## config.mk

```make
export PLATFORM = sky130hd
export DESIGN_NAME = resp_merge_flat
export DESIGN_NICKNAME = d
export VERILOG_FILES = /design/src/hw/soc_mem_pkg.sv /design/src/hw/mem_req_if.sv /design/src/hw/resp_merge.sv /design/src/flat_wrapper.sv
export SDC_FILE = /design/constraint.sdc
export NUM_CORES = 1
export LEC_CHECK = 0
export ABC_AREA = 1
export BUFFER_PORTS_ARGS = -buffer_cell sky130_fd_sc_hd__buf_2
export CORE_AREA = 2 2 67 69
export DETAILED_ROUTE_END_ITERATION = 10
export DIE_AREA = 0 0 69 71
export HOLD_SLACK_MARGIN = 0.03
export MAX_ROUTING_LAYER = met4
export PLACE_DENSITY = 0.74
export REMOVE_ABC_BUFFERS = 1
export SLEW_MARGIN = 20
export SYNTH_ARGS = -nofsm -noshare
export SYNTH_HDL_FRONTEND = slang
export SYNTH_SLANG_ARGS = --single-unit
```

## constraint.sdc

```tcl
create_clock -name clk_i -period 1.1 [get_ports clk_i]
set_input_delay 0.11 -clock clk_i [delete_from_list [all_inputs] [get_ports clk_i]]
set_output_delay 0.11 -clock clk_i [all_outputs]
set_load 0.05 [all_outputs]
```

## src/hw/soc_mem_pkg.sv

```systemverilog
package soc_mem_pkg;

	// Bus widths
	typedef logic [31:0] addr_t;
	typedef logic [31:0] word_t;
	typedef logic [3:0] be_t;

	// Address bits 31:28
	typedef logic [3:0] region_t;

	// Tightly-coupled RAM lives here
	localparam region_t TCM_REGION = 4'd8;

	typedef logic [1:0] axi_resp_t;

	localparam axi_resp_t RESP_OKAY = 2'd0;
	localparam axi_resp_t RESP_SLVERR = 2'd2;

	// Outside data path FSM
	typedef enum logic [2:0] {
		IDLE,
		WRITE_ADDR_DATA,
		WRITE_RESP,
		READ_ADDR,
		READ_DATA
	} bridge_state_t;

endpackage

```

## src/hw/mem_req_if.sv

```systemverilog
`timescale 1ns/1ns

interface mem_req_if import soc_mem_pkg::*; ();

	// Request side
	logic req;
	logic we;
	be_t be;
	addr_t addr;
	word_t wdata;

	// Grant and response side
	logic gnt;
	logic rvalid;
	word_t rdata;
	logic err;

	modport master (
		output req, we, be, addr, wdata,
		input gnt, rvalid, rdata, err
	);

	modport slave (
		input req, we, be, addr, wdata,
		output gnt, rvalid, rdata, err
	);

	// Response observer
	modport monitor (
		input rvalid, rdata, err
	);

endinterface

```

## src/hw/resp_merge.sv

```systemverilog
`timescale 1ns/1ns

module resp_merge import soc_mem_pkg::*; (
	input logic clk_i,
	input logic resetn,
	input logic fetch_miss_i,
	mem_req_if.monitor tcm_i,
	mem_req_if.monitor tcm_d,
	mem_req_if.monitor ext_d,
	output logic instr_rvalid_o,
	output word_t instr_rdata_o,
	output logic instr_err_o,
	output logic data_rvalid_o,
	output word_t data_rdata_o,
	output logic data_err_o
);

	logic fetch_err_q;

	// Missed fetch answers one cycle after its grant
	always_ff @(posedge clk_i)
	begin
		if (!resetn)
			fetch_err_q <= 1'b0;
		else
			fetch_err_q <= fetch_miss_i;
	end

	assign instr_rvalid_o = tcm_i.rvalid | fetch_err_q;
	assign instr_err_o = fetch_err_q | (tcm_i.rvalid & tcm_i.err);
	assign instr_rdata_o = tcm_i.rvalid ? tcm_i.rdata : '0;

	// Sources never overlap on the data port
	assign data_rvalid_o = tcm_d.rvalid | ext_d.rvalid;
	assign data_err_o = (tcm_d.rvalid & tcm_d.err) | (ext_d.rvalid & ext_d.err);

	always_comb
	begin
		if (tcm_d.rvalid)
			data_rdata_o = tcm_d.rdata;
		else if (ext_d.rvalid)
			data_rdata_o = ext_d.rdata;
		else
			data_rdata_o = '0;
	end

endmodule

```

## src/flat_wrapper.sv

```systemverilog
// flat-port wrapper written by rule: the top's interface ports become plain ports
module resp_merge_flat import soc_mem_pkg::*;
  (clk_i, resetn, fetch_miss_i, instr_rvalid_o, instr_rdata_o, instr_err_o, data_rvalid_o, data_rdata_o, data_err_o, tcm_i_rvalid, tcm_i_rdata, tcm_i_err, tcm_d_rvalid, tcm_d_rdata, tcm_d_err, ext_d_rvalid, ext_d_rdata, ext_d_err);
  mem_req_if tcm_i_i ();
  mem_req_if tcm_d_i ();
  mem_req_if ext_d_i ();
  input logic clk_i;
  input logic resetn;
  input logic fetch_miss_i;
  output logic instr_rvalid_o;
  output word_t instr_rdata_o;
  output logic instr_err_o;
  output logic data_rvalid_o;
  output word_t data_rdata_o;
  output logic data_err_o;
  input wire logic [$bits(tcm_i_i.rvalid)-1:0] tcm_i_rvalid;
  input wire logic [$bits(tcm_i_i.rdata)-1:0] tcm_i_rdata;
  input wire logic [$bits(tcm_i_i.err)-1:0] tcm_i_err;
  input wire logic [$bits(tcm_d_i.rvalid)-1:0] tcm_d_rvalid;
  input wire logic [$bits(tcm_d_i.rdata)-1:0] tcm_d_rdata;
  input wire logic [$bits(tcm_d_i.err)-1:0] tcm_d_err;
  input wire logic [$bits(ext_d_i.rvalid)-1:0] ext_d_rvalid;
  input wire logic [$bits(ext_d_i.rdata)-1:0] ext_d_rdata;
  input wire logic [$bits(ext_d_i.err)-1:0] ext_d_err;
  assign tcm_i_i.rvalid = tcm_i_rvalid;
  assign tcm_i_i.rdata = tcm_i_rdata;
  assign tcm_i_i.err = tcm_i_err;
  assign tcm_d_i.rvalid = tcm_d_rvalid;
  assign tcm_d_i.rdata = tcm_d_rdata;
  assign tcm_d_i.err = tcm_d_err;
  assign ext_d_i.rvalid = ext_d_rvalid;
  assign ext_d_i.rdata = ext_d_rdata;
  assign ext_d_i.err = ext_d_err;
  resp_merge u_core (.clk_i(clk_i), .resetn(resetn), .fetch_miss_i(fetch_miss_i), .tcm_i(tcm_i_i), .tcm_d(tcm_d_i), .ext_d(ext_d_i), .instr_rvalid_o(instr_rvalid_o), .instr_rdata_o(instr_rdata_o), .instr_err_o(instr_err_o), .data_rvalid_o(data_rvalid_o), .data_rdata_o(data_rdata_o), .data_err_o(data_err_o));
endmodule
```

==> impl_metrics.py <==
metrics = {
    "outcome": {
        "status": "finished clean",
    },
    "detailed_routing": {
        "drtIter0Drc": 53,
        "totalWireLength_um": 4230,
        "vias": 1618,
        "drcViolationCount": 0,
        "routed_via_density": 4.05,
        "detail-route-antenna-nets": 0,
        "avgRoutedWirePerCell_um": 10.6,
        "first_pass_iters": 4,
    },
    "cells_and_area": {
        "largestRegisters": "u_core.fetch_err_q (1)",
        "layout-drive-gt1-share_pct": 60.1,
        "final_cell_mix": "buf_2, nand2_1, inv_1, nand3_2",
        "top_register": "u_core.fetch_err_q",
        "antennaDiodeCount": 0,
        "fin_nets": 455,
        "area_growth_pct": 76.8,
        "layout_commonest_cell": "buf_2",
        "largest_reg_flops": 1,
    },
    "sta": {
        "slew_viol_final": 0,
        "period_needed_ps": 1040,
        "rsz0062_at_grt": "false",
        "hold_viol": 0,
        "max_freq_mhz": 958,
        "finalSetupViolCount": 0,
        "tns_ps": 0,
        "worst_slack_ps": 56.4,
        "slew-limit-headroom_pct": 82.6,
        "fin_crit_sh_pct": 94.9,
        "worstMarginPinSlew_ps": 262,
    },
    "critical_path": {
        "critical_path_arrival_ps": 930,
        "worst_setup_path_start_kind": "primary input",
        "endpoint_kind": "output port",
        "cp_data_required_time_ps": 990,
        "critPathMaxFanout": 32,
        "crit_type": "primary input to output port",
    },
    "power_and_ir_drop": {
        "total_power_w": 0.00125,
        "p_int_w": 0.000383,
        "p_clk_share_pct": 0,
        "p_seq_share_pct": 3.2,
        "p_comb_share_pct": 96.8,
        "ir_worst_vdd_mv": 0.372,
        "leakagePower_nw": 1.43,
        "power-per-cell-area_nw_per_um2": 666,
        "p_sw_share_pct": 69.2,
        "p_switching_w": 0.000862,
    },
    "hold_path": {
        "min_path_type": "primary input to flip-flop",
    },
    "die": {
        "ios": 173,
        "row_count": 24,
        "core_area_um2": 4200,
        "die_y_um": 71,
        "dieArea_um2": 4900,
        "initial_core_util_pct": 25.1,
        "die_w_um": 69,
    },
    "synthesis": {
        "yosysSeqAreaShare_pct": 1.89,
        "synth_cell_types": 13,
        "synth_warnings": 0,
        "synth_cells": 185,
        "syn_area_per_cell_um2": 5.71,
        "synth_area_um2": 1060,
        "yosys_register_bits": 1,
    },
    "grt": {
        "antenna_found_initial": 0,
        "grt_pass1_wl_um": 6460,
        "grt_usage_pct": 15.5,
        "overflow": 0,
        "grt_max_degree": 35,
        "grt_pass1_vias": 1445,
    },
    "cts": {
        "hold_buffers": 0,
        "path_clk_slew_ps": 0,
        "cts_setup_buffers": 0,
        "ctsResizeCount": 0,
    },
    "place": {
        "post-place-ws_ps": 57.9,
        "gp_congestion": 0.871,
        "place.detailed.hpwl_um": 3670,
        "port_buffers": 172,
    },
    "run": {
        "max-cap-violations": 0,
    },
}
## synthesized netlist by cell type
library cell  instances  area, µm²
nand2_1             100        375
buf_6                 1       11.3
buf_4                 6       45.0
nand3_2              30        300
inv_8                 1       11.3
inv_1                33        124
or2_1                 2       12.5
nand3_1               2       10.0
buf_2                 1       5.00
a21o_1                1       7.51
dfxtp_1               1       20.0
buf_8                 1       15.0
buf_12                6        120
## stage by stage
stage          util, %  hold slack, ps  instances  area, µm²
4_1_cts           44.5             293        400       1870
2_1_floorplan        -             203        170        861
5_1_grt           44.5             319        400       1870
3_3_place_gp      44.5             287        400       1870
6_report          44.5             292        400       1870
3_5_place_dp      44.5             298        400       1870
## path summary, 6_finish.rpt
path	from	endpoint	slack, ps	depth (start not counted)
max	tcm_d_rvalid	data_rdata_o[0]	60	5
min	fetch_miss_i	u_core.fetch_err_q	290	3
## critical path, stage by stage
cell,delay (ps)
buf_2,160
inv_8,220
nand3_1,110
nand2_1,70
buf_2,250
## final cells by class
type | count | area [µm²]
Fill cell | 461 | 2330
Inverter | 34 | 135
Sequential cell | 1 | 20.0
Tap cell | 52 | 65.1
Timing Repair Buffer | 178 | 943
Multi-Input combinational cell | 135 | 706
## layer usage
metal	global-route usage, %	vias to the layer above	wire [µm]	part of all wire (%)
met3	2.56	6	210	5.0
met5	-	-	0	0
li1	-	867	-	-
met4	2.61	0	52	1.2
met2	26.9	55	2270	54
met1	19.2	690	1690	40
## kinds of logic after synthesis
logic type             Yosys count  share of synthesized area (%)
and+or+nand+nor                134                           66.0
buffers and inverters           49                           31.4
DFF                              1                           1.89
AOI/OAI and AO/OA                1                          0.710
## power by group through the flow
stage / Clock (W) / Sequential (W) / Combinational [W]
final: 0 / 0.0000402 / 0.00121
after CTS: 0 / 0.0000402 / 0.00121
after global routing: 0 / 0.0000406 / 0.00128
after floorplan: 0 / 0.0000396 / 0.000752
after global placement: 0 / 0.0000401 / 0.00120
after detailed placement: 0 / 0.0000400 / 0.00121
No activity file was read; power rests on OpenSTA's default activity.
