**src/hw/soc_mem_pkg.sv**
```systemverilog
package soc_mem_pkg;

	// Bus widths
	typedef logic [31:0] addr_t;
	typedef logic [31:0] word_t;
	typedef logic [3:0] be_t;

	// Address bits 31:28
	typedef logic [3:0] region_t;

	// Tightly-coupled RAM lives here
	localparam region_t TCM_REGION = 4'd8;

	typedef logic [1:0] axi_resp_t;

	localparam axi_resp_t RESP_OKAY = 2'd0;
	localparam axi_resp_t RESP_SLVERR = 2'd2;

	// Outside data path FSM
	typedef enum logic [2:0] {
		IDLE,
		WRITE_ADDR_DATA,
		WRITE_RESP,
		READ_ADDR,
		READ_DATA
	} bridge_state_t;

endpackage

```
**src/hw/mem_req_if.sv**
```systemverilog
`timescale 1ns/1ns

interface mem_req_if import soc_mem_pkg::*; ();

	// Request side
	logic req;
	logic we;
	be_t be;
	addr_t addr;
	word_t wdata;

	// Grant and response side
	logic gnt;
	logic rvalid;
	word_t rdata;
	logic err;

	modport master (
		output req, we, be, addr, wdata,
		input gnt, rvalid, rdata, err
	);

	modport slave (
		input req, we, be, addr, wdata,
		output gnt, rvalid, rdata, err
	);

	// Response observer
	modport monitor (
		input rvalid, rdata, err
	);

endinterface

```
**src/hw/data_axil_bridge.sv**
```systemverilog
`timescale 1ns/1ns

module data_axil_bridge import soc_mem_pkg::*; (
	input logic clk_i,
	input logic resetn,
	mem_req_if.slave ext_d,
	output logic bridge_idle_o,
	output logic m_axi_awvalid_o,
	input logic m_axi_awready_i,
	output addr_t m_axi_awaddr_o,
	output logic m_axi_wvalid_o,
	input logic m_axi_wready_i,
	output word_t m_axi_wdata_o,
	output be_t m_axi_wstrb_o,
	input logic m_axi_bvalid_i,
	output logic m_axi_bready_o,
	input axi_resp_t m_axi_bresp_i,
	output logic m_axi_arvalid_o,
	input logic m_axi_arready_i,
	output addr_t m_axi_araddr_o,
	input logic m_axi_rvalid_i,
	output logic m_axi_rready_o,
	input word_t m_axi_rdata_i,
	input axi_resp_t m_axi_rresp_i
);

	bridge_state_t state_q;

	logic awvalid_q;
	logic wvalid_q;
	logic bready_q;
	logic arvalid_q;
	logic rready_q;
	logic rvalid_q;
	logic err_q;

	addr_t addr_q;
	word_t wdata_q;
	be_t be_q;
	word_t rdata_q;

	assign bridge_idle_o = (state_q == IDLE);
	assign ext_d.gnt = (state_q == IDLE);

	always_ff @(posedge clk_i)
	begin
		if (!resetn)
		begin
			state_q <= IDLE;
			awvalid_q <= 1'b0;
			wvalid_q <= 1'b0;
			bready_q <= 1'b0;
			arvalid_q <= 1'b0;
			rready_q <= 1'b0;
			rvalid_q <= 1'b0;
			err_q <= 1'b0;
		end
		else
		begin
			rvalid_q <= 1'b0;
			err_q <= 1'b0;
			case (state_q)
			IDLE:
			begin
				if (ext_d.req && ext_d.we)
				begin
					state_q <= WRITE_ADDR_DATA;
					awvalid_q <= 1'b1;
					wvalid_q <= 1'b1;
				end
				else if (ext_d.req)
				begin
					state_q <= READ_ADDR;
					arvalid_q <= 1'b1;
				end
			end
			WRITE_ADDR_DATA:
			begin
				// AW and W may complete in either order
				if (m_axi_awready_i)
					awvalid_q <= 1'b0;
				if (m_axi_wready_i)
					wvalid_q <= 1'b0;
				if ((!awvalid_q || m_axi_awready_i) && (!wvalid_q || m_axi_wready_i))
				begin
					state_q <= WRITE_RESP;
					bready_q <= 1'b1;
				end
			end
			WRITE_RESP:
			begin
				if (m_axi_bvalid_i)
				begin
					state_q <= IDLE;
					bready_q <= 1'b0;
					rvalid_q <= 1'b1;
					err_q <= (m_axi_bresp_i != RESP_OKAY);
				end
			end
			READ_ADDR:
			begin
				if (m_axi_arready_i)
				begin
					state_q <= READ_DATA;
					arvalid_q <= 1'b0;
					rready_q <= 1'b1;
				end
			end
			READ_DATA:
			begin
				if (m_axi_rvalid_i)
				begin
					state_q <= IDLE;
					rready_q <= 1'b0;
					rvalid_q <= 1'b1;
					err_q <= (m_axi_rresp_i != RESP_OKAY);
				end
			end
			default:
				state_q <= IDLE;
			endcase
		end
	end

	// Request payload and read data capture
	always_ff @(posedge clk_i)
	begin
		if (state_q == IDLE && ext_d.req)
		begin
			addr_q <= ext_d.addr;
			wdata_q <= ext_d.wdata;
			be_q <= ext_d.be;
		end
		if (m_axi_rvalid_i && rready_q)
			rdata_q <= m_axi_rdata_i;
	end

	assign m_axi_awvalid_o = awvalid_q;
	assign m_axi_awaddr_o = addr_q;
	assign m_axi_wvalid_o = wvalid_q;
	assign m_axi_wdata_o = wdata_q;
	assign m_axi_wstrb_o = be_q;
	assign m_axi_bready_o = bready_q;
	assign m_axi_arvalid_o = arvalid_q;
	assign m_axi_araddr_o = addr_q;
	assign m_axi_rready_o = rready_q;

	assign ext_d.rvalid = rvalid_q;
	assign ext_d.rdata = rdata_q;
	assign ext_d.err = err_q;

endmodule

```
**src/flat_wrapper.sv**
```systemverilog
// flat-port wrapper written by rule: the top's interface ports become plain ports
module data_axil_bridge_flat import soc_mem_pkg::*;
  (clk_i, resetn, bridge_idle_o, m_axi_awvalid_o, m_axi_awready_i, m_axi_awaddr_o, m_axi_wvalid_o, m_axi_wready_i, m_axi_wdata_o, m_axi_wstrb_o, m_axi_bvalid_i, m_axi_bready_o, m_axi_bresp_i, m_axi_arvalid_o, m_axi_arready_i, m_axi_araddr_o, m_axi_rvalid_i, m_axi_rready_o, m_axi_rdata_i, m_axi_rresp_i, ext_d_req, ext_d_we, ext_d_be, ext_d_addr, ext_d_wdata, ext_d_gnt, ext_d_rvalid, ext_d_rdata, ext_d_err);
  mem_req_if ext_d_i ();
  input logic clk_i;
  input logic resetn;
  output logic bridge_idle_o;
  output logic m_axi_awvalid_o;
  input logic m_axi_awready_i;
  output addr_t m_axi_awaddr_o;
  output logic m_axi_wvalid_o;
  input logic m_axi_wready_i;
  output word_t m_axi_wdata_o;
  output be_t m_axi_wstrb_o;
  input logic m_axi_bvalid_i;
  output logic m_axi_bready_o;
  input axi_resp_t m_axi_bresp_i;
  output logic m_axi_arvalid_o;
  input logic m_axi_arready_i;
  output addr_t m_axi_araddr_o;
  input logic m_axi_rvalid_i;
  output logic m_axi_rready_o;
  input word_t m_axi_rdata_i;
  input axi_resp_t m_axi_rresp_i;
  input wire logic [$bits(ext_d_i.req)-1:0] ext_d_req;
  input wire logic [$bits(ext_d_i.we)-1:0] ext_d_we;
  input wire logic [$bits(ext_d_i.be)-1:0] ext_d_be;
  input wire logic [$bits(ext_d_i.addr)-1:0] ext_d_addr;
  input wire logic [$bits(ext_d_i.wdata)-1:0] ext_d_wdata;
  output wire logic [$bits(ext_d_i.gnt)-1:0] ext_d_gnt;
  output wire logic [$bits(ext_d_i.rvalid)-1:0] ext_d_rvalid;
  output wire logic [$bits(ext_d_i.rdata)-1:0] ext_d_rdata;
  output wire logic [$bits(ext_d_i.err)-1:0] ext_d_err;
  assign ext_d_i.req = ext_d_req;
  assign ext_d_i.we = ext_d_we;
  assign ext_d_i.be = ext_d_be;
  assign ext_d_i.addr = ext_d_addr;
  assign ext_d_i.wdata = ext_d_wdata;
  assign ext_d_gnt = ext_d_i.gnt;
  assign ext_d_rvalid = ext_d_i.rvalid;
  assign ext_d_rdata = ext_d_i.rdata;
  assign ext_d_err = ext_d_i.err;
  data_axil_bridge u_core (.clk_i(clk_i), .resetn(resetn), .ext_d(ext_d_i), .bridge_idle_o(bridge_idle_o), .m_axi_awvalid_o(m_axi_awvalid_o), .m_axi_awready_i(m_axi_awready_i), .m_axi_awaddr_o(m_axi_awaddr_o), .m_axi_wvalid_o(m_axi_wvalid_o), .m_axi_wready_i(m_axi_wready_i), .m_axi_wdata_o(m_axi_wdata_o), .m_axi_wstrb_o(m_axi_wstrb_o), .m_axi_bvalid_i(m_axi_bvalid_i), .m_axi_bready_o(m_axi_bready_o), .m_axi_bresp_i(m_axi_bresp_i), .m_axi_arvalid_o(m_axi_arvalid_o), .m_axi_arready_i(m_axi_arready_i), .m_axi_araddr_o(m_axi_araddr_o), .m_axi_rvalid_i(m_axi_rvalid_i), .m_axi_rready_o(m_axi_rready_o), .m_axi_rdata_i(m_axi_rdata_i), .m_axi_rresp_i(m_axi_rresp_i));
endmodule
```
**config.mk**
```make
export PLATFORM = sky130hd
export DESIGN_NAME = data_axil_bridge_flat
export DESIGN_NICKNAME = d
export VERILOG_FILES = /design/src/hw/soc_mem_pkg.sv /design/src/hw/mem_req_if.sv /design/src/hw/data_axil_bridge.sv /design/src/flat_wrapper.sv
export SDC_FILE = /design/constraint.sdc
export NUM_CORES = 1
export LEC_CHECK = 0
export BUFFER_PORTS_ARGS = -buffer_cell sky130_fd_sc_hd__clkbuf_2
export CORE_MARGIN = 5
export CORE_UTILIZATION = 41
export DETAILED_ROUTE_END_ITERATION = 8
export MAX_ROUTING_LAYER = met4
export PLACE_DENSITY = 0.79
export SYNTH_ARGS = -nofsm -noshare
export SYNTH_HDL_FRONTEND = slang
export SYNTH_SLANG_ARGS = --single-unit
export TNS_END_PERCENT = 100
```
**constraint.sdc**
```tcl
create_clock -name clk_i -period 4 [get_ports clk_i]
set_clock_uncertainty 0.1 [all_clocks]
set_input_delay 0.4 -clock clk_i [delete_from_list [all_inputs] [get_ports clk_i]]
set_output_delay 0.4 -clock clk_i [all_outputs]
set_load 0.01 [all_outputs]
```
==> flow_summary.json, run 1 <==
{
  "status": "completed",
  "setup_viol": 0,
  "antenna_found_initial": 0,
  "clkSinkCount": 110,
  "core_mm2": 0.00911,
  "crit_fanout": 68,
  "p_per_area_mw_per_mm2": 462,
  "fillCellCount": 767,
  "slew_headroom_pct": 44.1,
  "slew_violations": 0,
  "avgSynthCellArea_um2": 19.8,
  "wl_per_cell_um": 16.8,
  "hold_buffers": 0,
  "hp-start": "m_axi_rdata_i[0]",
  "dp_slack_ps": 1990,
  "clk_pin_slew_worst_paths_ps": 110,
  "num_io_pins": 254,
  "initial_core_util_pct": 41.5,
  "grt_max_degree": 69,
  "syn_area_mm2": 0.00378,
  "worst_pin_slew_ps": 839,
  "dp_hpwl_um": 7200,
  "grt_usage_pct": 15.9,
  "postSynthCellCount": 191,
  "hp-class": "in -> reg",
  "htree_levels": 3,
  "ys_async_sr_fraction_pct": 0,
  "maxClockFrequency_ghz": 0.499,
  "die_w_um": 106,
  "r2r_setup_slack_ps": 1990,
  "synthFlopType": "edfxtp_1",
  "cts_tree": "done",
  "clk_path_buf_depth": 2,
  "synth-xor-area-share_pct": 0,
  "arrival_ps": 1900,
  "place.gp.congestion": 0.804,
  "finalPower_mw": 2.37,
  "finalNetCount": 533,
  "synth_top_family_by_area": "buffers and inverters",
  "hold_viol_final": 0,
  "post-cts-setup-buffers": 0,
  "io_buffer_count": 253,
  "r2r-start": "u_core.state_q[2]$_SDFFE_PN0P_",
  "ys_warn_count": 0,
  "routed_wl_um": 9000,
  "cp-end-kind": "flop",
  "antenna_cells": 0,
  "muxShareOfSynthArea_pct": 0,
  "rsz0062_at_grt": "false",
  "setup_slack_ps": 1990,
  "die_y_um": 106,
  "synth-compound-area-share_pct": 2.91,
  "ir_drop_mv": 0.222,
  "layout_commonest_cell": "clkbuf_2",
  "period_minus_slack_ps": 2010,
  "crit_required_ps": 3890,
  "cts_buffers": 9,
  "synth-edff-count": 100,
  "reg2reg_depth": 2,
  "grt_first_pass_wirelength_um": 13300,
  "hold-path-endpoint": "u_core.ext_d.rdata[0]$_DFFE_PP_",
  "synth-seq-area-share_pct": 84.8,
  "dieArea_mm2": 0.0112,
  "vias": 2433,
  "first_pass_iters": 4,
  "p_leak_nw": 2.30,
  "yosys.area_share.simple_pct": 4.57,
  "remaining_drc_errors": 0,
  "fin_tns_setup_ps": 0,
  "drtIter0Drc": 86,
  "ys_ff_latch": 110,
  "area_delta_synth_final_pct": 35.6,
  "insertion_delay_ps": 360,
  "cts-resized-gates": 0,
  "synth_fa_ha_area_share_pct": 0,
  "hold_depth": 1,
  "ys_types": 33,
  "rows": 35,
  "layout_common_cells": "clkbuf_2 (253), edfxtp_1 (100), dfxtp_1 (10)",
  "ant_nets": 0,
  "critPathKind": "reg -> reg",
  "viasPerCell": 4.54,
  "grt_pass1_vias": 2490,
  "drv_cap": 0,
  "syn_nets": 304,
  "finalCritPeriodShare_pct": 50.2,
  "root_buffer": "clkbuf_8",
  "grt_overflow": 0,
  "r2r_end": "u_core.m_axi_wstrb_o[0]$_DFFE_PP_",
  "drive_above_1_share_pct": 64.0,
  "critPathLaunchType": "flop"
}
how the worst max path moves through the flow:
stage	startpoint	to	slack, ps	cells past startpoint
global route	u_core.state_q[2]$_SDFFE_PN0P_	u_core.m_axi_wdata_o[20]$_DFFE_PP_	1880	2
CTS	u_core.state_q[2]$_SDFFE_PN0P_	u_core.m_axi_wdata_o[20]$_DFFE_PP_	1970	2
global placement	m_axi_rvalid_i	u_core.ext_d.rdata[18]$_DFFE_PP_	2080	3
finish	u_core.state_q[2]$_SDFFE_PN0P_	u_core.m_axi_wstrb_o[0]$_DFFE_PP_	1990	2
floorplan	u_core.state_q[2]$_SDFFE_PN0P_	u_core.m_axi_awvalid_o$_SDFFE_PN0P_	640	4
detailed placement	u_core.state_q[2]$_SDFFE_PN0P_	u_core.m_axi_araddr_o[12]$_DFFE_PP_	1990	2
where the power goes:
part / switching, mW / internal [mW]
Sequential: 0.0394 / 1.36
Clock: 0.376 / 0.301
Combinational: 0.169 / 0.128
Total: 0.585 / 1.78
layout make-up:
class	instances	area, um2	area share, %
inverter	4	15.0	0.293
timing repair buffer	255	1280	25.0
tap	111	139	2.71
multi-input combinational	40	283	5.52
clock inverter	6	76.3	1.49
sequential	110	3200	62.5
clock buffer	10	128	2.49
cell usage after synthesis (all sizes together), types with 2 or more instances:
cell / n / area [um2]
nor2b: 3 / 26.3
o21ai: 2 / 10.0
edfxtp: 100 / 3000
nor4b: 2 / 32.5
nand2: 2 / 7.51
nand2b: 2 / 12.5
a21oi: 5 / 25.0
nand3: 3 / 15.0
and3: 3 / 18.8
a31o: 2 / 17.5
dfxtp: 10 / 200
buf: 36 / 274
inv: 4 / 15.0
nor2: 2 / 7.51
layer usage:
metal | vias up | global-route usage, % | part of all wire (%)
li1 | 1137 | - | -
met1 | 1144 | 17.1 | 37
met2 | 137 | 28.6 | 54
met3 | 15 | 4.37 | 7.9
met4 | 0 | 5.09 | 1.5
met5 | - | - | 0
per-stage QoR:
stage                     std cells  util (%)  area, um2  hold slack (ps)
after floorplan                 191         -       3780              376
after global routing            536      56.3       5120             73.0
after CTS                       536      56.3       5120             77.3
final                           536      56.3       5120              103
after detailed placement        520      54.0       4920              362
after global placement          520      54.0       4920              357
sequential cells by signal, indices dropped and copies added, names as in the netlist:
register / cells
u_core.ext_d.rdata: 32
u_core.m_axi_araddr_o: 32
u_core.m_axi_wdata_o: 32
u_core.m_axi_wstrb_o: 4
u_core.state_q: 3
u_core.ext_d.err: 1
u_core.ext_d.rvalid: 1
u_core.m_axi_arvalid_o: 1
u_core.m_axi_awvalid_o: 1
u_core.m_axi_bready_o: 1
u_core.m_axi_rready_o: 1
u_core.m_axi_wvalid_o: 1
logic make-up after synthesis:
family                 after synthesis
DFF                                110
AOI/OAI and AO/OA                   16
buffers and inverters               41
and+or+nand+nor                     24
critical path, cell delays in order (launching register included):
cell and delay [ps]:
dfxtp_1 430, nor4b_4 360, buf_4 690
Note: power is estimated with default switching activity, not from simulation.
==> run 2: changes to the inputs <==
Settings changed: CORE_UTILIZATION 41 to 37, PLACE_DENSITY 0.79 to 0.75.
Clock period 4 ns to 1.8 ns, I/O delays scaled along.
==> run 2 against run 1 <==
Against the previous run:
- flip-flop and latch count stayed put
- combinational power rose to 3.0 times the previous value
- register-to-register slack got worse by 1900 ps
- die area up 9.8%
- critical endpoint is now u_core.ext_d.err$_SDFF_PN0_
- largest cell class unchanged
==> flow_summary.json, run 2 (same netlist as run 1, synthesis figures left out) <==
{
  "ir_drop_mv": 0.478,
  "htree_levels": 3,
  "grt_use_met1_pct": 18.8,
  "critPathLaunchType": "flop",
  "die_w_um": 111,
  "maxClockFrequency_ghz": 0.585,
  "setup_viol": 0,
  "place.gp.congestion": 0.803,
  "grt_first_pass_wirelength_um": 17100,
  "cts_tree": "done",
  "dp_hpwl_um": 7350,
  "die_y_um": 111,
  "crit_required_ps": 2000,
  "grt_use_met2_pct": 32.8,
  "io_buffer_count": 253,
  "worst_pin_slew_ps": 393,
  "period_minus_slack_ps": 1710,
  "finalCritPeriodShare_pct": 95.0,
  "setup_slack_ps": 90.0,
  "dp_slack_ps": 173,
  "layout_commonest_cell": "clkbuf_2",
  "vias": 2909,
  "root_buffer": "clkbuf_8",
  "fillCellCount": 741,
  "grt_overflow": 0,
  "placed_area_mm2": 0.00498,
  "rsz0062_at_grt": "false",
  "cp-end-kind": "flop",
  "area_delta_synth_final_pct": 64.1,
  "final_design_area_no_fill_mm2": 0.00620,
  "grt_max_degree": 69,
  "rows": 36,
  "viasPerCell": 4.37,
  "core_mm2": 0.00986,
  "first_pass_iters": 4,
  "crit_fanout": 8,
  "hold_viol_final": 0,
  "routed_wl_um": 10900,
  "antenna_found_initial": 1,
  "arrival_ps": 1910,
  "clk_path_buf_depth": 2,
  "critPathKind": "reg -> reg",
  "num_io_pins": 254,
  "remaining_drc_errors": 0,
  "insertion_delay_ps": 350,
  "clk_pin_slew_worst_paths_ps": 100,
  "cts_buffers": 9,
  "p_leak_nw": 2.74,
  "status": "completed",
  "ant_nets": 0,
  "layout_common_cells": "clkbuf_2 (253), dlygate4sd3_1 (103), edfxtp_1 (100)",
  "slew_violations": 0,
  "fin_tns_setup_ps": 0,
  "clkSinkCount": 110,
  "wl_per_cell_um": 16.4,
  "drive_above_1_share_pct": 52.4,
  "grt_pass1_vias": 3164,
  "drtIter0Drc": 104,
  "grt_usage_pct": 18.2,
  "initial_core_util_pct": 38.3,
  "p_per_area_mw_per_mm2": 859,
  "hp-class": "in -> reg",
  "drv_cap": 0,
  "dieArea_mm2": 0.0123,
  "finalNetCount": 639,
  "gr-usage-met3_pct": 6.17,
  "grt_busiest_layer": "met2",
  "slew_headroom_pct": 73.8
}
==> run 2: cell types whose count changed in the layout (fill, tap and decap cells not counted), moves of 2 or more <==
cell,before,now
dfxtp_2,0,2
dfxtp_1,10,8
buf_4,2,4
dlygate4sd3_1,0,103
==> run 2: final cells by class <==
class                   instances  area, um2  share of cell area [%]
repair buffers                361       2350                    37.8
clock buffers                   9        124                    2.00
well taps                     133        166                    2.68
inverters                       4       15.0                   0.242
flip-flops and latches        110       3210                    51.7
diodes                          1       2.50                  0.0403
multi-input cells              40        287                    4.62
clock inverters                 7       55.1                   0.888
==> run 2: final timing paths <==
kind              slack [ps]                                 end  depth (start not counted)                               start
setup / recovery          90         u_core.ext_d.err$_SDFF_PN0_                          5      u_core.state_q[2]$_SDFFE_PN0P_
hold / removal            40      u_core.state_q[2]$_SDFFE_PN0P_                          3                      m_axi_rvalid_i
setup reg to reg          90         u_core.ext_d.err$_SDFF_PN0_                          5      u_core.state_q[2]$_SDFFE_PN0P_
hold reg to reg          370  u_core.m_axi_rready_o$_SDFFE_PN0P_                          2  u_core.m_axi_rready_o$_SDFFE_PN0P_
==> run 2: metrics by stage <==
stage	power [mW]	instances	utilization (%)	hold slack (ps)
6_report	5.33	665	62.9	44.0
5_1_grt	5.60	665	62.9	19.8
2_1_floorplan	3.53	191	-	179
4_1_cts	5.38	663	62.7	15.4
3_3_place_gp	3.83	544	50.4	257
3_5_place_dp	3.84	544	50.4	259
==> run 2: what timing repair did <==
action | CTS | global route
gates resized for setup | 0 | 3
endpoints found under the setup margin | 0 | 1
setup buffers | 0 | 1
hold buffers | 103 | 0
endpoints found under the hold margin | 102 | 0
==> run 2: layer usage <==
layer  up-vias  part of all wire (%)
met2       176                    54
met3        18                   8.4
li1       1354                     -
met4         0                   1.9
met5         -                     0
met1      1361                    36
==> run 2: critical path, cell delays in order, from the launching register on <==
cell and delay, ps:
dfxtp_2 360, buf_4 160, nand3b_1 140, o21bai_1 190
dlygate4sd3_1 590, a21oi_2 130
==> run 2: power by group <==
group | internal [mW] | switching (mW)
sequential | 3.01 | 0.0772
combinational | 0.442 | 0.440
clock | 0.524 | 0.836
==> run 3: changes to the inputs <==
Settings changed: CORE_UTILIZATION 37 to 44, PLACE_DENSITY 0.75 to 0.84.
Clock period 1.8 ns to 2.21 ns, I/O delays scaled along.
==> run 3 against run 2 <==
Against the previous run:
- combinational power down 20%
- design area down 1.3%
- sequential share of layout area up 0.65 points
- worst hold slack better by 5.8 ps
- final cell count down 5.0%
- clock-buffer cell count up 2
- wire length up 4.1%
- first-iteration DRC count down 23%
- critical path type is now reg -> out
- non-clock buffer count down 4
- critical path depth down 3
==> flow_summary.json, run 3 (same netlist as run 1, synthesis figures left out) <==
{
  "insertion_delay_ps": 350,
  "root_buffer": "clkbuf_8",
  "placed_cells": 515,
  "maxClockFrequency_ghz": 0.606,
  "critPathKind": "reg -> out",
  "wl_met1_um": 3990,
  "wl_met2_um": 5940,
  "core_mm2": 0.00830,
  "htree_levels": 3,
  "p_int_mw": 3.23,
  "layout_commonest_cell": "clkbuf_2",
  "top_layer_used": "met4",
  "die_y_um": 103,
  "crit_fanout": 14,
  "initial_core_util_pct": 45.5,
  "p_clk_share_pct": 25.1,
  "drv_cap": 0,
  "antenna_cells": 0,
  "grt_max_degree": 65,
  "drtIter0Drc": 80,
  "r2r_end": "u_core.m_axi_wdata_o[15]$_DFFE_PP_",
  "r2r-start": "u_core.state_q[0]$_SDFFE_PN0P_",
  "hp-class": "in -> reg",
  "switching_power_mw": 1.09,
  "cts_buffers": 9,
  "clk_path_buf_depth": 2,
  "dp_slack_ps": 615,
  "hold_depth": 3,
  "routed_wl_um": 11300,
  "fin_cells": 632,
  "wl_per_cell_um": 17.9,
  "rows": 33,
  "clk_pin_slew_worst_paths_ps": 100,
  "hp-start": "m_axi_rresp_i[0]",
  "slew_headroom_pct": 69.4,
  "dp_hpwl_um": 7480,
  "ant_nets": 0,
  "hold_viol_final": 0,
  "slew_violations": 0,
  "cts-resized-gates": 0,
  "antenna_found_initial": 0,
  "remaining_drc_errors": 0,
  "combinationalPowerShare_pct": 16.4,
  "die_w_um": 103,
  "cp-end-kind": "primary output",
  "holdWs_ps": 49.8,
  "period_minus_slack_ps": 1650,
  "grt_pass1_vias": 3139,
  "vias": 2914,
  "crit_start": "u_core.state_q[0]$_SDFFE_PN0P_",
  "first_pass_iters": 4,
  "reg2reg_depth": 2,
  "finalPower_mw": 4.32,
  "ir_drop_mv": 0.388,
  "r2r_setup_slack_ps": 590,
  "setup_slack_ps": 559,
  "post-cts-setup-buffers": 0,
  "hold-path-endpoint": "u_core.ext_d.err$_SDFF_PN0_",
  "area_delta_synth_final_pct": 62.0,
  "status": "completed",
  "finalNetCount": 635,
  "dr_wl_met3_um": 1180,
  "p_per_area_mw_per_mm2": 706,
  "grt_overflow": 0,
  "sw_frac_of_total_pct": 25.1,
  "power_frac_seq_pct": 58.5,
  "critPathLaunchType": "flop",
  "worst_pin_slew_ps": 458,
  "grt_usage_pct": 22.2,
  "cts_tree": "done",
  "num_io_pins": 254,
  "clkSinkCount": 110,
  "io_buffer_count": 253,
  "drive_above_1_share_pct": 51.6,
  "hold_buffers": 101,
  "finalCritPeriodShare_pct": 74.7,
  "setup_viol": 0,
  "p_leak_nw": 2.71,
  "grt_first_pass_wirelength_um": 16600,
  "dieArea_mm2": 0.0105,
  "viasPerCell": 4.61,
  "crit_required_ps": 1890,
  "rsz0062_at_grt": "false",
  "layout_common_cells": "clkbuf_2 (253), dlygate4sd3_1 (101), edfxtp_1 (100)",
  "arrival_ps": 1330,
  "place.gp.congestion": 0.769
}
[run 3: cell count changes in the layout (fill, tap and decap cells not counted), sizes merged]
| cell | change |
|---|---|
| clkbuf | +2 |
| diode | -1 |
| clkinvlp | +1 |
| buf | -2 |
| dlygate4sd3 | -2 |
| inv | -3 |
[run 3: worst max-delay path by stage]
| stage | end |
|---|---|
| final | ext_d_gnt |
| after global routing | ext_d_gnt |
| after CTS | ext_d_gnt |
| after detailed placement | u_core.m_axi_araddr_o[8]$_DFFE_PP_ |
| after global placement | u_core.m_axi_wdata_o[25]$_DFFE_PP_ |
| after floorplan | u_core.m_axi_awvalid_o$_SDFFE_PN0P_ |
[run 3: per-layer routing]
metal | track usage, % | vias up
li1 | - | 1342
met1 | 23.9 | 1363
met2 | 39.2 | 191
met3 | 5.95 | 18
met4 | 8.38 | 0
met5 | - | -
[run 3: final cells by class]
class | instances | area [um2]
clock inverter | 5 | 45.0
sequential | 110 | 3200
clock buffer | 11 | 131
timing repair buffer | 357 | 2310
inverter | 4 | 15.0
fill | 519 | 2180
tap | 105 | 131
multi-input combinational | 40 | 283
[run 3: worst max-delay path, stage by stage (launching register included)]
cell	delay [ps]
dfxtp_1	460
nor3_1	310
clkbuf_2	200
[run 3: power by group through the flow]
stage / combinational [mW] / clock (mW) / sequential (mW)
CTS: 0.708 / 1.12 / 2.53
global placement: 0.551 / 0 / 2.56
floorplan: 0.244 / 0 / 2.63
detailed placement: 0.562 / 0 / 2.57
finish: 0.710 / 1.08 / 2.53
global route: 0.763 / 1.23 / 2.54
[run 3: stage by stage]
stage / setup TNS [ps] / util (%) / area [um2]
floorplan: -75370 / - / 3780
global placement: 0 / 59.4 / 4930
detailed placement: 0 / 59.4 / 4930
CTS: 0 / 73.8 / 6120
global route: 0 / 73.8 / 6120
finish: 0 / 73.8 / 6120
